===== src/hw/fetch_pkg.sv =====
package fetch_pkg;

   // ------------------------------
   // Host opcodes
   // ------------------------------
   typedef enum logic [1:0] {
      OP_NOP       = 2'd0,  // Dropped, credit comes straight back
      OP_FETCH_INC = 2'd1,  // Consecutive addresses
      OP_FETCH_FIX = 2'd2,  // Same address every beat
      OP_BAD       = 2'd3   // Reserved encoding
   } fetch_op_e;

   // ------------------------------
   // Burst master states
   // ------------------------------
   typedef enum logic [1:0] {
      ST_IDLE  = 2'd0,      // Waiting for a command or a reject
      ST_ISSUE = 2'd1,      // Strobes still to go out
      ST_DRAIN = 2'd2,      // All strobes out, answers pending
      ST_END   = 2'd3       // One cycle to report status
   } fetch_state_e;

   // Completion code, one per non-NOP command
   typedef enum logic [1:0] {
      STAT_OK      = 2'd0,
      STAT_BUS_ERR = 2'd1,  // Slave answered with err
      STAT_REJECT  = 2'd2   // Bad opcode or zero length
   } fetch_status_e;

   // ------------------------------
   // Defaults for the top level
   // ------------------------------
   localparam int DEF_ADDR_W = 16;  // Word address
   localparam int DEF_DATA_W = 32;
   localparam int DEF_LEN_W  = 5;   // Up to 31 words per command
   localparam int DEF_QDEPTH = 4;   // Result buffer slots

endpackage


===== src/hw/fetch_cmd_if.sv =====
// Checked command, decode to execute
interface fetch_cmd_if #(
   parameter int ADDR_W = fetch_pkg::DEF_ADDR_W,
   parameter int LEN_W  = fetch_pkg::DEF_LEN_W
);

   logic              valid;  // Held until taken
   logic              fixed;  // FETCH_FIX, address does not advance
   logic [ADDR_W-1:0] addr;   // Start address
   logic [LEN_W-1:0]  len;    // Never zero here
   logic              taken;  // One-cycle pulse from execute

   // Decode side
   modport src (
      output valid, fixed, addr, len,
      input  taken
   );

   // Execute side
   modport dst (
      input  valid, fixed, addr, len,
      output taken
   );

endinterface


===== src/hw/fetch_word_if.sv =====
// Returned words and slot credits, execute to result
interface fetch_word_if #(
   parameter int DATA_W = fetch_pkg::DEF_DATA_W
);

   logic                     data_valid;    // One per bus answer
   logic [DATA_W-1:0]        data;
   logic                     last;          // Final word of the command
   logic                     err;           // Answer was err_i, no data
   logic                     status_valid;  // Once per command
   fetch_pkg::fetch_status_e status;
   logic                     slot_credit;   // Buffer slot freed

   // Burst master side
   modport src (
      output data_valid, data, last, err, status_valid, status,
      input  slot_credit
   );

   // Result buffer side
   modport dst (
      input  data_valid, data, last, err, status_valid, status,
      output slot_credit
   );

endinterface


===== src/hw/fetch_decode.sv =====
module fetch_decode #(
   parameter int ADDR_W = fetch_pkg::DEF_ADDR_W,
   parameter int LEN_W  = fetch_pkg::DEF_LEN_W
) (
   input  logic                 clk_i,
   input  logic                 rst_i,
   input  logic                 cmd_valid_i,
   input  fetch_pkg::fetch_op_e cmd_op_i,
   input  logic [ADDR_W-1:0]    cmd_addr_i,
   input  logic [LEN_W-1:0]     cmd_len_i,
   output logic                 cmd_credit_o,
   fetch_cmd_if.src             cmd,
   output logic                 reject_o
);

   logic is_fetch;   // INC or FIX
   logic good;       // Goes into the command register
   logic bad;        // Reported as STAT_REJECT

   // ------------------------------
   // Command check
   // ------------------------------
   assign is_fetch = (cmd_op_i == fetch_pkg::OP_FETCH_INC) ||
                     (cmd_op_i == fetch_pkg::OP_FETCH_FIX);
   assign good     = is_fetch && (cmd_len_i != '0);

   // Zero length on a fetch, or the reserved opcode
   assign bad      = (cmd_op_i == fetch_pkg::OP_BAD) ||
                     (is_fetch && (cmd_len_i == '0));

   // ------------------------------
   // Control: slot, credit, reject
   // ------------------------------
   always_ff @(posedge clk_i) begin
      if (rst_i) begin
         cmd.valid    <= 1'b0;
         cmd_credit_o <= 1'b0;
         reject_o     <= 1'b0;
      end else begin
         if (cmd_valid_i && good)
            cmd.valid <= 1'b1;  // Slot filled
         else if (cmd.taken)
            cmd.valid <= 1'b0;  // Execute has it now

         // Slot is free again at once for NOP and rejects
         cmd_credit_o <= (cmd_valid_i && !good) || cmd.taken;
         reject_o     <= cmd_valid_i && bad;   // Single-cycle pulse
      end
   end

   // Payload, loaded only on an accepted command
   always_ff @(posedge clk_i) begin
      if (cmd_valid_i && good) begin
         cmd.fixed <= (cmd_op_i == fetch_pkg::OP_FETCH_FIX);
         cmd.addr  <= cmd_addr_i;
         cmd.len   <= cmd_len_i;
      end
   end

endmodule


===== src/hw/wb_burst_fetch.sv =====
module wb_burst_fetch #(
   parameter int ADDR_W = fetch_pkg::DEF_ADDR_W,
   parameter int DATA_W = fetch_pkg::DEF_DATA_W,
   parameter int LEN_W  = fetch_pkg::DEF_LEN_W,
   parameter int QDEPTH = fetch_pkg::DEF_QDEPTH
) (
   input  logic              clk_i,
   input  logic              rst_i,
   fetch_cmd_if.dst          cmd,
   input  logic              reject_i,
   output logic              cyc_o,
   output logic              stb_o,
   output logic [ADDR_W-1:0] adr_o,
   input  logic [DATA_W-1:0] dat_i,
   input  logic              ack_i,
   input  logic              stall_i,
   input  logic              err_i,
   fetch_word_if.src         word
);

   localparam int CNT_W = $clog2(QDEPTH + 1);  // Holds 0..QDEPTH
   localparam int REJ_W = 8;

   fetch_pkg::fetch_state_e  state;
   fetch_pkg::fetch_status_e end_stat;      // Reported in ST_END
   logic [CNT_W-1:0]         credits;       // Free result slots not yet spent
   logic [CNT_W-1:0]         credits_nxt;
   logic [CNT_W-1:0]         pending;       // Accepted strobes awaiting an answer
   logic [CNT_W-1:0]         pending_nxt;
   logic [LEN_W-1:0]         remain;        // Strobes still to be accepted
   logic [LEN_W-1:0]         remain_nxt;
   logic                     fixed;
   logic [REJ_W-1:0]         rej_cnt;       // Rejects queued while a burst runs
   logic                     accept;        // Strobe taken by the slave
   logic                     answer;        // ack or err this cycle
   logic                     final_ack;
   logic                     drained;       // Result buffer empty
   logic                     take;
   logic                     serve_rej;

   // ------------------------------
   // Bus handshake and counters
   // ------------------------------
   assign accept      = stb_o && !stall_i;
   assign answer      = cyc_o && (ack_i || err_i);
   assign remain_nxt  = remain - LEN_W'(accept);
   assign pending_nxt = pending + CNT_W'(accept) - CNT_W'(answer);
   assign final_ack   = cyc_o && ack_i && !err_i && (remain_nxt == '0) && (pending_nxt == '0);

   // On err the in-flight strobes never reach the buffer, so their credits come back here
   assign credits_nxt = (cyc_o && err_i) ?
                        credits + pending + CNT_W'(word.slot_credit) :
                        credits - CNT_W'(accept) + CNT_W'(word.slot_credit);

   // New work only once the previous command has fully left the buffer
   assign drained   = (credits == CNT_W'(QDEPTH));
   assign serve_rej = (state == fetch_pkg::ST_IDLE) && drained && (rej_cnt != '0);
   assign take      = (state == fetch_pkg::ST_IDLE) && drained && (rej_cnt == '0) && cmd.valid;
   assign cmd.taken = take;

   // Answers forwarded as they come, in order
   assign word.data_valid   = answer;
   assign word.data         = dat_i;
   assign word.err          = err_i;
   assign word.last         = final_ack;
   assign word.status_valid = (state == fetch_pkg::ST_END);
   assign word.status       = end_stat;

   // ------------------------------
   // Burst FSM
   // ------------------------------
   always_ff @(posedge clk_i) begin
      if (rst_i) begin
         state   <= fetch_pkg::ST_IDLE;
         cyc_o   <= 1'b0;
         stb_o   <= 1'b0;
         credits <= CNT_W'(QDEPTH);
         pending <= '0;
         rej_cnt <= '0;
      end else begin
         credits <= credits_nxt;
         rej_cnt <= rej_cnt + REJ_W'(reject_i) - REJ_W'(serve_rej);
         case (state)
            fetch_pkg::ST_IDLE: begin
               pending <= '0;
               if (serve_rej) begin
                  end_stat <= fetch_pkg::STAT_REJECT;
                  state    <= fetch_pkg::ST_END;
               end else if (take) begin
                  cyc_o  <= 1'b1;
                  stb_o  <= 1'b1;           // Full credit, first strobe goes out
                  adr_o  <= cmd.addr;
                  remain <= cmd.len;
                  fixed  <= cmd.fixed;
                  state  <= fetch_pkg::ST_ISSUE;
               end
            end
            fetch_pkg::ST_ISSUE, fetch_pkg::ST_DRAIN: begin
               remain  <= remain_nxt;
               pending <= pending_nxt;
               if (accept && !fixed)
                  adr_o <= adr_o + 1'b1;
               if (err_i) begin             // Abort, late answers dropped
                  cyc_o    <= 1'b0;
                  stb_o    <= 1'b0;
                  pending  <= '0;
                  end_stat <= fetch_pkg::STAT_BUS_ERR;
                  state    <= fetch_pkg::ST_END;
               end else if (final_ack) begin
                  cyc_o    <= 1'b0;
                  stb_o    <= 1'b0;
                  end_stat <= fetch_pkg::STAT_OK;
                  state    <= fetch_pkg::ST_END;
               end else begin
                  // Pause strobing when out of slots
                  stb_o <= (remain_nxt != '0) && (credits_nxt != '0);
                  state <= (remain_nxt == '0) ? fetch_pkg::ST_DRAIN : fetch_pkg::ST_ISSUE;
               end
            end
            fetch_pkg::ST_END: state <= fetch_pkg::ST_IDLE;
            default:           state <= fetch_pkg::ST_IDLE;
         endcase
      end
   end

endmodule


===== src/hw/fetch_result.sv =====
module fetch_result #(
   parameter int DATA_W = fetch_pkg::DEF_DATA_W,
   parameter int QDEPTH = fetch_pkg::DEF_QDEPTH
) (
   input  logic                     clk_i,
   input  logic                     rst_i,
   fetch_word_if.dst                word,
   output logic                     out_valid_o,
   output logic [DATA_W-1:0]        out_data_o,
   output logic                     out_last_o,
   input  logic                     out_credit_i,
   output logic                     done_o,
   output fetch_pkg::fetch_status_e done_status_o
);

   localparam int PTR_W   = (QDEPTH > 1) ? $clog2(QDEPTH) : 1;
   localparam int CNT_W   = $clog2(QDEPTH + 1);
   localparam int OCRED_W = 8;   // Saturates, extra grants are dropped

   logic [DATA_W:0]          mem [QDEPTH];  // {last, data}
   logic [PTR_W-1:0]         wr_ptr;
   logic [PTR_W-1:0]         rd_ptr;
   logic [CNT_W-1:0]         count;         // Words held
   logic [OCRED_W-1:0]       ocred;         // Consumer credits held
   logic                     wr;
   logic                     send;
   logic                     grant;
   logic                     finish;
   logic                     stat_pend;     // Status waiting for buffer to empty
   fetch_pkg::fetch_status_e stat_hold;

   assign wr     = word.data_valid && !word.err;  // err answers carry no data
   assign send   = (count != '0) && (ocred != '0);
   assign grant  = out_credit_i && (ocred != '1);
   assign finish = (stat_pend || word.status_valid) && (count == '0);

   assign word.slot_credit = send;  // Slot frees as the word leaves

   // ------------------------------
   // Buffer storage and output word
   // ------------------------------
   always_ff @(posedge clk_i) begin
      if (wr)
         mem[wr_ptr] <= {word.last, word.data};
      if (send)
         {out_last_o, out_data_o} <= mem[rd_ptr];
      if (word.status_valid)
         stat_hold <= word.status;
      if (finish)
         done_status_o <= word.status_valid ? word.status : stat_hold;
   end

   // ------------------------------
   // Pointers, counters, done
   // ------------------------------
   always_ff @(posedge clk_i) begin
      if (rst_i) begin
         wr_ptr      <= '0;
         rd_ptr      <= '0;
         count       <= '0;
         ocred       <= '0;
         out_valid_o <= 1'b0;
         done_o      <= 1'b0;
         stat_pend   <= 1'b0;
      end else begin
         if (wr)
            wr_ptr <= (wr_ptr == PTR_W'(QDEPTH - 1)) ? '0 : wr_ptr + 1'b1;
         if (send)
            rd_ptr <= (rd_ptr == PTR_W'(QDEPTH - 1)) ? '0 : rd_ptr + 1'b1;
         count       <= count + CNT_W'(wr) - CNT_W'(send);
         ocred       <= ocred + OCRED_W'(grant) - OCRED_W'(send);
         out_valid_o <= send;
         done_o      <= finish;   // Cycle after the last word shows
         if (finish)
            stat_pend <= 1'b0;
         else if (word.status_valid)
            stat_pend <= 1'b1;
      end
   end

endmodule


===== src/hw/block_fetch_top.sv =====
module block_fetch_top #(
   parameter int ADDR_W = fetch_pkg::DEF_ADDR_W,
   parameter int DATA_W = fetch_pkg::DEF_DATA_W,
   parameter int LEN_W  = fetch_pkg::DEF_LEN_W,
   parameter int QDEPTH = fetch_pkg::DEF_QDEPTH
) (
   input  logic                     clk_i,
   input  logic                     rst_i,
   // Host commands
   input  logic                     cmd_valid_i,
   input  fetch_pkg::fetch_op_e     cmd_op_i,
   input  logic [ADDR_W-1:0]        cmd_addr_i,
   input  logic [LEN_W-1:0]         cmd_len_i,
   output logic                     cmd_credit_o,
   // Wishbone pipelined master, read only
   output logic                     cyc_o,
   output logic                     stb_o,
   output logic [ADDR_W-1:0]        adr_o,
   input  logic [DATA_W-1:0]        dat_i,
   input  logic                     ack_i,
   input  logic                     stall_i,
   input  logic                     err_i,
   // Word stream
   output logic                     out_valid_o,
   output logic [DATA_W-1:0]        out_data_o,
   output logic                     out_last_o,
   input  logic                     out_credit_i,
   // Completion
   output logic                     done_o,
   output fetch_pkg::fetch_status_e done_status_o
);

   logic reject;  // Decode to execute

   // ------------------------------
   // Internal links
   // ------------------------------
   fetch_cmd_if #(.ADDR_W(ADDR_W), .LEN_W(LEN_W)) cmd_link ();
   fetch_word_if #(.DATA_W(DATA_W))               word_link ();

   fetch_decode #(.ADDR_W(ADDR_W), .LEN_W(LEN_W)) u_decode (
      .clk_i, .rst_i, .cmd_valid_i, .cmd_op_i, .cmd_addr_i, .cmd_len_i,
      .cmd_credit_o, .cmd(cmd_link), .reject_o(reject)
   );

   wb_burst_fetch #(
      .ADDR_W(ADDR_W), .DATA_W(DATA_W), .LEN_W(LEN_W), .QDEPTH(QDEPTH)
   ) u_execute (
      .clk_i, .rst_i, .cmd(cmd_link), .reject_i(reject),
      .cyc_o, .stb_o, .adr_o, .dat_i, .ack_i, .stall_i, .err_i, .word(word_link)
   );

   fetch_result #(.DATA_W(DATA_W), .QDEPTH(QDEPTH)) u_result (
      .clk_i, .rst_i, .word(word_link), .out_valid_o, .out_data_o, .out_last_o,
      .out_credit_i, .done_o, .done_status_o
   );

endmodule


===== config.mk =====
export PLATFORM = sky130hd
export DESIGN_NAME = block_fetch_top
export DESIGN_NICKNAME = d
export VERILOG_FILES = /design/src/hw/fetch_pkg.sv /design/src/hw/fetch_cmd_if.sv /design/src/hw/fetch_word_if.sv /design/src/hw/fetch_decode.sv /design/src/hw/wb_burst_fetch.sv /design/src/hw/fetch_result.sv /design/src/hw/block_fetch_top.sv
export SDC_FILE = /design/constraint.sdc
export NUM_CORES = 1
export LEC_CHECK = 0
export BUFFER_PORTS_ARGS = -buffer_cell sky130_fd_sc_hd__buf_2
export CORE_ASPECT_RATIO = 1.2
export CORE_UTILIZATION = 46
export CTS_BUF_LIST = sky130_fd_sc_hd__clkbuf_4
export CTS_CLUSTER_DIAMETER = 150
export DETAILED_ROUTE_END_ITERATION = 8
export GPL_TIMING_DRIVEN = 0
export PLACE_DENSITY = 0.71
export SLEW_MARGIN = 20
export SYNTH_ARGS = -nofsm -noshare
export SYNTH_HDL_FRONTEND = slang
export SYNTH_SLANG_ARGS = --single-unit
export TNS_END_PERCENT = 5

===== constraint.sdc =====
create_clock -name clk_i -period 10.63 [get_ports clk_i]
set_input_delay 1.5945 -clock clk_i [delete_from_list [all_inputs] [get_ports clk_i]]
set_output_delay 1.5945 -clock clk_i [all_outputs]
set_load 0.02 [all_outputs]

### Yosys cells after proc, flatten, opt, wreduce, memory -nomap -nowiden

Memories as Yosys holds them, arrays and structs flattened. A register that Yosys moved wholly into a read port is not among the register bits.
Cells that the tools add are included.
Widths: inputs -> output; s select.

* register bits: 89
* memory bits (writable): 132
* output and inout bits: 56
* word-level logic and storage cells: 148
* memories: 1

Memory list
* u_result.mem: words 4, bits a word 33, read ports 1, clocked after memory_dff 1, write ports 1, RTL line fetch_result.sv:20 `logic [DATA_W:0] mem [QDEPTH];`

* $add $sub $neg: 16
* eq/ne operators: 16
* mux-type cells: 35
* bitwise operators: 2
* reduce and logical (&&, ||, !) cells: 53

Operator list (number)
* $mux 16: 3
* $pmux 16 s2: 1
* $logic_and 1x1->1: 22
* $mux 2: 11
* $add 16x1->16 const B: 1
* $add 8x1->8: 2
* $reduce_and 4->1: 4
* $reduce_bool 8->1: 2
* $sub 8x1->8: 2
* $add 3x1->3: 4
* $eq 2x2->1 const B: 6
* $logic_not 5->1: 2
* $mux 1: 10
* $mux 5: 2
* $pmux 5 s2: 1
* $reduce_bool 5->1: 2
* $sub 3x1->3: 3
* $logic_not 8->1: 1
* $ne 8x8->1 const B: 1
* $logic_not 3->1: 2
* $mux 3: 2
* $ne 3x2->1 const B: 2
* $pmux 2 s3: 1
* $pmux 3 s2: 1
* other kinds (18): 34

### Logic depth before layout (Yosys ltp)

* depth after elaboration: 10
* depth in mapped cells: 15
* mapped depth without buffers: 14

### Modules after synthesis

Synthesis repeated with hierarchy kept, for this count alone.

* cell total of the unflattened synthesis: 708
* area, all modules: 10941.7 µm²

By module, submodules not included
* fetch_result: times used 1, cells an instance 341, area each 7101.8 µm²
* wb_burst_fetch: times used 1, cells an instance 328, area each 3002.9 µm²
* fetch_decode: times used 1, cells an instance 39, area each 837.1 µm²

### Worst setup path before layout

OpenSTA, ideal clock, no wires.

* path kind: input-to-reg
* from: input err_i
* to: register u_execute.end_stat[0] (netlist: u_execute.word.status[0]) (enable)
* setup time: 0.349 ns
* data arrival time: 3.606 ns
* required time: 10.281 ns
* path slack: 6.675 ns
* stages on the path: 11
* buffers on the path: 1
* path through: buf_2 -> o21a_1 -> ha_1 -> inv_1 -> ha_1 -> inv_1 -> fa_1 -> xnor3_1 -> and4b_1 -> a31oi_1 -> nor4_1

* longest elaborated chain between the ends: 7

RTL lines
* start, declared: RTL line block_fetch_top.sv:22 `input logic err_i,`
* $logic_or 1x1->1: RTL line wb_burst_fetch.sv:45 `assign answer = cyc_o && (ack_i || err_i);`
* $logic_and 1x1->1: RTL line wb_burst_fetch.sv:45
* $sub 3x1->3: RTL line wb_burst_fetch.sv:47 `assign pending_nxt = pending + CNT_W'(accept) - CNT_W'(answer);`
* $logic_not 3->1: RTL line wb_burst_fetch.sv:48 `assign final_ack = cyc_o && ack_i && !err_i && (remain_nxt == '0) && (pending_nxt == '0);`
* $logic_and 1x1->1: RTL line wb_burst_fetch.sv:48
* $ne 3x2->1 (no source line) *
* $reduce_and 4->1 (no source line) *
* end signal, assigned: RTL line wb_burst_fetch.sv:87 `end_stat <= fetch_pkg::STAT_REJECT;`
* end signal, assigned: RTL line wb_burst_fetch.sv:107 `end_stat <= fetch_pkg::STAT_BUS_ERR;`
* end signal, assigned: RTL line wb_burst_fetch.sv:112 `end_stat <= fetch_pkg::STAT_OK;`
* end, declared: RTL line wb_burst_fetch.sv:25 `fetch_pkg::fetch_status_e end_stat;`

Mark *: on every way between the ends. The rest lies on a longest branch, timed or not.
A chain may end at the register's enable or synchronous reset.

### Worst setup path in the final report

Ends and elaborated chain as after synthesis.

==> impl.org <==
** Run status
- The run finished with clean final reports.

** CTS
- The H-tree was split into 3 levels.
- The tree is rooted in a sky130_fd_sc_hd__clkbuf_4.
- Clock-pin slew was measured on the worst setup and hold paths at 0.07 ns.
- The tree built by TritonCTS fans out to 254 sinks.
- TritonCTS clock tree :: yes
- Num CTS Buffers :: 66
- Buffers from clock root to sink, at most :: 3
- The later pin in the worst-skew pair is clocked with a latency of 0.63 ns.
- Post-cts resize count :: 0
- Post-CTS Setup Bufs :: 0
- Hold buffer count at CTS :: 0

** Routing
- After the first detailed-routing iteration, the DRC count stood at 306.
- The detailed router placed 6,156 vias in this run.
- Routed wire length :: 19.4 mm
- Detailed-router iteration count before antenna repair :: 4
- Post-route met1 wirelength :: 8.53 mm
- In the final routed layout, each cell accounts on average for 16.3 um.
- Amount of wire on met3 after detailed routing :: 1.00 mm
- Met2 wirelength from detailed routing :: 9.52 mm
- Once detail routing completed, the nets flagged for antenna violations numbered 0.
- After detailed routing, the number of vias per cell comes to 5.18.
- In the routed design, unresolved DRC markers number 0.
- After detailed routing, no signal wire sits above met4.

** Timing
- For the pin with the worst max-slew slack, the measured transition is 1.03 ns.
- Fin Setup TNS :: 0 ns
- Across all setup checks in the final design, the least slack found is 7.02 ns.
- Time the final worst path needs with I/O delays and setup :: 3.61 ns
- Min Hold Slack :: 0.427 ns
- The count of final max-slew check failures came to 0.
- Setup violations remaining at the end of the flow were counted as 0.
- Ratio of final minimum period to clock period :: 33.9%
- Final Skew :: 0.0251 ns
- Timing would allow up to 277 MHz.
- Headroom to the max-slew limit came out at 30.9%.
- The number of endpoints with negative hold slack in the final report came to 0.
- Setup repair after global routing left no endpoint under its margin.

** Place
- Number of buffers added on ports :: 116
- Before CTS, the worst setup slack after placement is 6.42 ns.
- The congestion estimate from routability-driven global placement came to 0.837.
- After legalization and detailed placement, the total HPWL measured 13.0 mm.

** Global route
- Global routing finished with a remaining overflow of 0.
- Wire length of the first global-routing pass :: 31.1 mm
- Entering global routing, the biggest net connects 29 pins.
- Total routing resource utilization after global routing :: 17.1%
- Via count of the first global-routing pass :: 6,357
- The number of antenna violations at the first check in global routing was 1.

** Final layout
- Fillers :: 1,826
- The final layout contains 980 nets.
- Synthesis-to-finish area growth :: 17.8%
- Fraction of final layout cells sized beyond drive strength 1 :: 30.4%

** Floorplanning
- The core region is 22,400 um2.
- Die outline area :: 23,500 um2
- In this run the horizontal extent of the chip is 140 um.
- The initial utilization of the core area, before any placement, comes to 47.0%.
- Row generation in the floorplan step produced 60 rows.
- Die Height :: 168 um
- I/O pin total :: 118

** Worst setup path
- In this run the critical register-to-register path is launched from u_result.ocred[2].
- At the worst endpoint, the required time is 10.89 ns.
- Together, buffers and inverters on the worst path number 3.
- Logic depth of the worst register-to-register path :: 16
- Among cell families on the critical path, the largest total delay comes from adder cells.
- The worst setup path is launched from an input port.
- Critical path capture point type :: flop
- Arrival time at the worst endpoint :: 3.86 ns
- The signal on the critical path passes through buf_2 -> o21a_1 -> ha_1 -> inv_1 -> ha_1 -> inv_1 -> fa_1 -> xnor3_1 -> and4b_1 -> a31oi_1 -> nor4_1.
- Top fanout value on the critical path :: 9
- Setup slack on the worst reg-to-reg path comes out at 7.19 ns.
- Capture instance of the worst register-to-register path :: u_result.ocred[6]
- The largest single stage delay on the critical path is 0.46 ns.
- Category of the most critical setup path :: in2reg
- Cell with the largest stage delay on the worst path :: sky130_fd_sc_hd__nor4_1

** Min path
- In this run the worst hold path is classified as reg2reg.
- WHS Path Cells :: 0
- In this run the most critical hold path is launched from u_decode.cmd.fixed.
- Hold endpoint :: u_execute.fixed

** Synth
- Netlist Area Pre-Place :: 10,500 um2
- Mean cell area of the mapped netlist :: 15.5 um2
- Most frequently used flop master after synthesis :: sky130_fd_sc_hd__edfxtp_1
- Share of flip-flops with an asynchronous set or reset after synthesis :: 0%
- Counting distinct cell types in the post-synthesis netlist gives 55.
- Number of nets in the synthesized netlist :: 790
- After synthesis the netlist holds a flip-flop and latch count of 254.
- EDFF count, synth :: 213
- Synthesis produced a netlist whose cell count is 678.
- Part of the Yosys area used for sequential elements :: 68.5%
- The Yosys step of the flow raised 0 warnings.

** Power and ir drop
- Overall power consumption after layout is estimated at 0.00331 W.
- Pwr dens :: 266 nW/um2
- P_leak :: 4.69 nW
- VDD sags by at most 182 uV.

** Flow run
- Across the run, the number of max-cap violations was 0.
-- per-layer routing --
layer  up-vias  track usage [%]
li1       2962                -
met1      2992             20.6
met2       172             28.6
met3        30             4.78
met4         0             7.69
met5         -                0
-- cell families after synthesis --
kind of cell | count (synthesis) | share of synthesized area [%]
multiplexers | 38 | 7.58
buffers and inverters | 69 | 2.56
adder cells (fa/ha/maj) | 50 | 6.36
XOR/XNOR | 30 | 2.62
flip-flops | 254 | 68.5
AND/OR/NAND/NOR | 158 | 7.64
AO/OA/AOI/OAI | 79 | 4.76
-- synthesized netlist by cell type, types with 11 or more instances --
library cell,number,share of area [%]
sky130_fd_sc_hd__nor3_1,11,0.52
sky130_fd_sc_hd__dfxtp_1,41,7.8
sky130_fd_sc_hd__nand2_1,24,0.85
sky130_fd_sc_hd__xor2_1,14,1.2
sky130_fd_sc_hd__ha_1,44,5.2
sky130_fd_sc_hd__xnor2_1,15,1.2
sky130_fd_sc_hd__mux4_2,33,7.1
sky130_fd_sc_hd__edfxtp_1,213,61
sky130_fd_sc_hd__nor2_1,62,2.2
sky130_fd_sc_hd__a21oi_1,38,1.8
sky130_fd_sc_hd__clkbuf_1,14,0.50
sky130_fd_sc_hd__inv_1,44,1.6
-- layout make-up --
class	count	area, um2	share of cell area [%]
Antenna cell	1	2.50	0.0201
Buffer	25	105	0.846
Clock buffer	95	713	5.74
Clock inverter	13	105	0.846
Inverter	44	165	1.33
Multi-Input combinational cell	355	3060	24.7
Sequential cell	254	7220	58.1
Tap cell	279	349	2.81
Timing Repair Buffer	122	699	5.63
-- per-stage QoR --
| stage | instances | area [um2] | utilization [%] |
|---|---|---|---|
| 6_report | 1188 | 12400 | 55.3 |
| 5_1_grt | 1188 | 12400 | 55.3 |
| 4_1_cts | 1187 | 12400 | 55.3 |
| 3_5_place_dp | 1079 | 11600 | 51.7 |
| 3_3_place_gp | 1073 | 11500 | 51.1 |
| 2_1_floorplan | 678 | 10500 | - |
-- report_power, final --
part | total, W | switching (W) | internal, W | leakage (nW)
combinational | 0.00111 | 0.000656 | 0.000458 | 1.91
clock | 0.000824 | 0.000369 | 0.000455 | 0.484
sequential | 0.00137 | 0.0000698 | 0.00130 | 2.30
total | 0.00331 | 0.00110 | 0.00221 | 4.69
-- worst register-to-register path, delay by kind of cell (launching register included) --
kind | cells | cell delay [ns]
AO/OA/AOI/OAI | 4 | 0.73
adder cells (fa/ha/maj) | 4 | 1.02
buffers and inverters | 6 | 0.89
flip-flops | 1 | 0.37
AND/OR/NAND/NOR | 2 | 0.37
-- worst max-delay path by stage --
| stage | slack [ns] | depth (start not counted) | endpoint | start |
|---|---|---|---|---|
| after CTS | 7.10 | 11 | u_execute.word.status[0] | err_i |
| after global routing | 6.92 | 15 | u_result.ocred[6] | u_result.count[1] |
| final | 7.02 | 11 | u_execute.word.status[0] | err_i |
| after detailed placement | 6.42 | 11 | u_execute.word.status[1] | err_i |
| after global placement | 6.32 | 14 | u_result.ocred[6] | u_result.ocred[2] |
| after floorplan | 6.68 | 11 | u_execute.word.status[0] | err_i |
-- registers in the layout, indices dropped and copies added (netlist names), 3 cells and up --
name,flops
u_decode.cmd.addr,16
u_decode.cmd.len,5
u_execute.adr_o,16
u_execute.credits,3
u_execute.pending,3
u_execute.rej_cnt,8
u_execute.remain,5
u_result.count,3
u_result.mem,132
u_result.ocred,8
u_result.out_data_o,32
-- placed cells by master (no fill, tap or decap), types with 3 or more instances in the layout --
master / netlist / final
sky130_fd_sc_hd__edfxtp_1: 213 / 213
sky130_fd_sc_hd__buf_2: 6 / 122
sky130_fd_sc_hd__clkbuf_4: 0 / 95
sky130_fd_sc_hd__nor2_1: 62 / 62
sky130_fd_sc_hd__ha_1: 44 / 44
sky130_fd_sc_hd__inv_1: 44 / 43
sky130_fd_sc_hd__dfxtp_1: 41 / 41
sky130_fd_sc_hd__a21oi_1: 38 / 37
sky130_fd_sc_hd__mux4_2: 33 / 33
sky130_fd_sc_hd__nand2_1: 24 / 24
sky130_fd_sc_hd__xnor2_1: 15 / 15
sky130_fd_sc_hd__clkbuf_1: 14 / 14
sky130_fd_sc_hd__xor2_1: 14 / 14
sky130_fd_sc_hd__nor3_1: 11 / 11
sky130_fd_sc_hd__nor2b_1: 9 / 9
sky130_fd_sc_hd__clkinv_1: 0 / 9
sky130_fd_sc_hd__o21ai_0: 8 / 8
sky130_fd_sc_hd__nor4_1: 7 / 7
sky130_fd_sc_hd__nand4_1: 6 / 6
sky130_fd_sc_hd__a21o_1: 6 / 6
sky130_fd_sc_hd__fa_1: 6 / 6
sky130_fd_sc_hd__mux2_2: 5 / 5
sky130_fd_sc_hd__nand3_1: 5 / 5
sky130_fd_sc_hd__nor3b_1: 4 / 4
sky130_fd_sc_hd__buf_1: 4 / 4
sky130_fd_sc_hd__or3_1: 4 / 4
sky130_fd_sc_hd__and2_2: 0 / 4
sky130_fd_sc_hd__a31oi_1: 4 / 4
sky130_fd_sc_hd__buf_12: 0 / 4
sky130_fd_sc_hd__a41o_1: 3 / 3
sky130_fd_sc_hd__or4_1: 3 / 3
sky130_fd_sc_hd__and3_1: 3 / 3
sky130_fd_sc_hd__o21bai_1: 3 / 3
sky130_fd_sc_hd__nor4b_1: 3 / 3
Note: power is estimated with default switching activity, not from simulation.
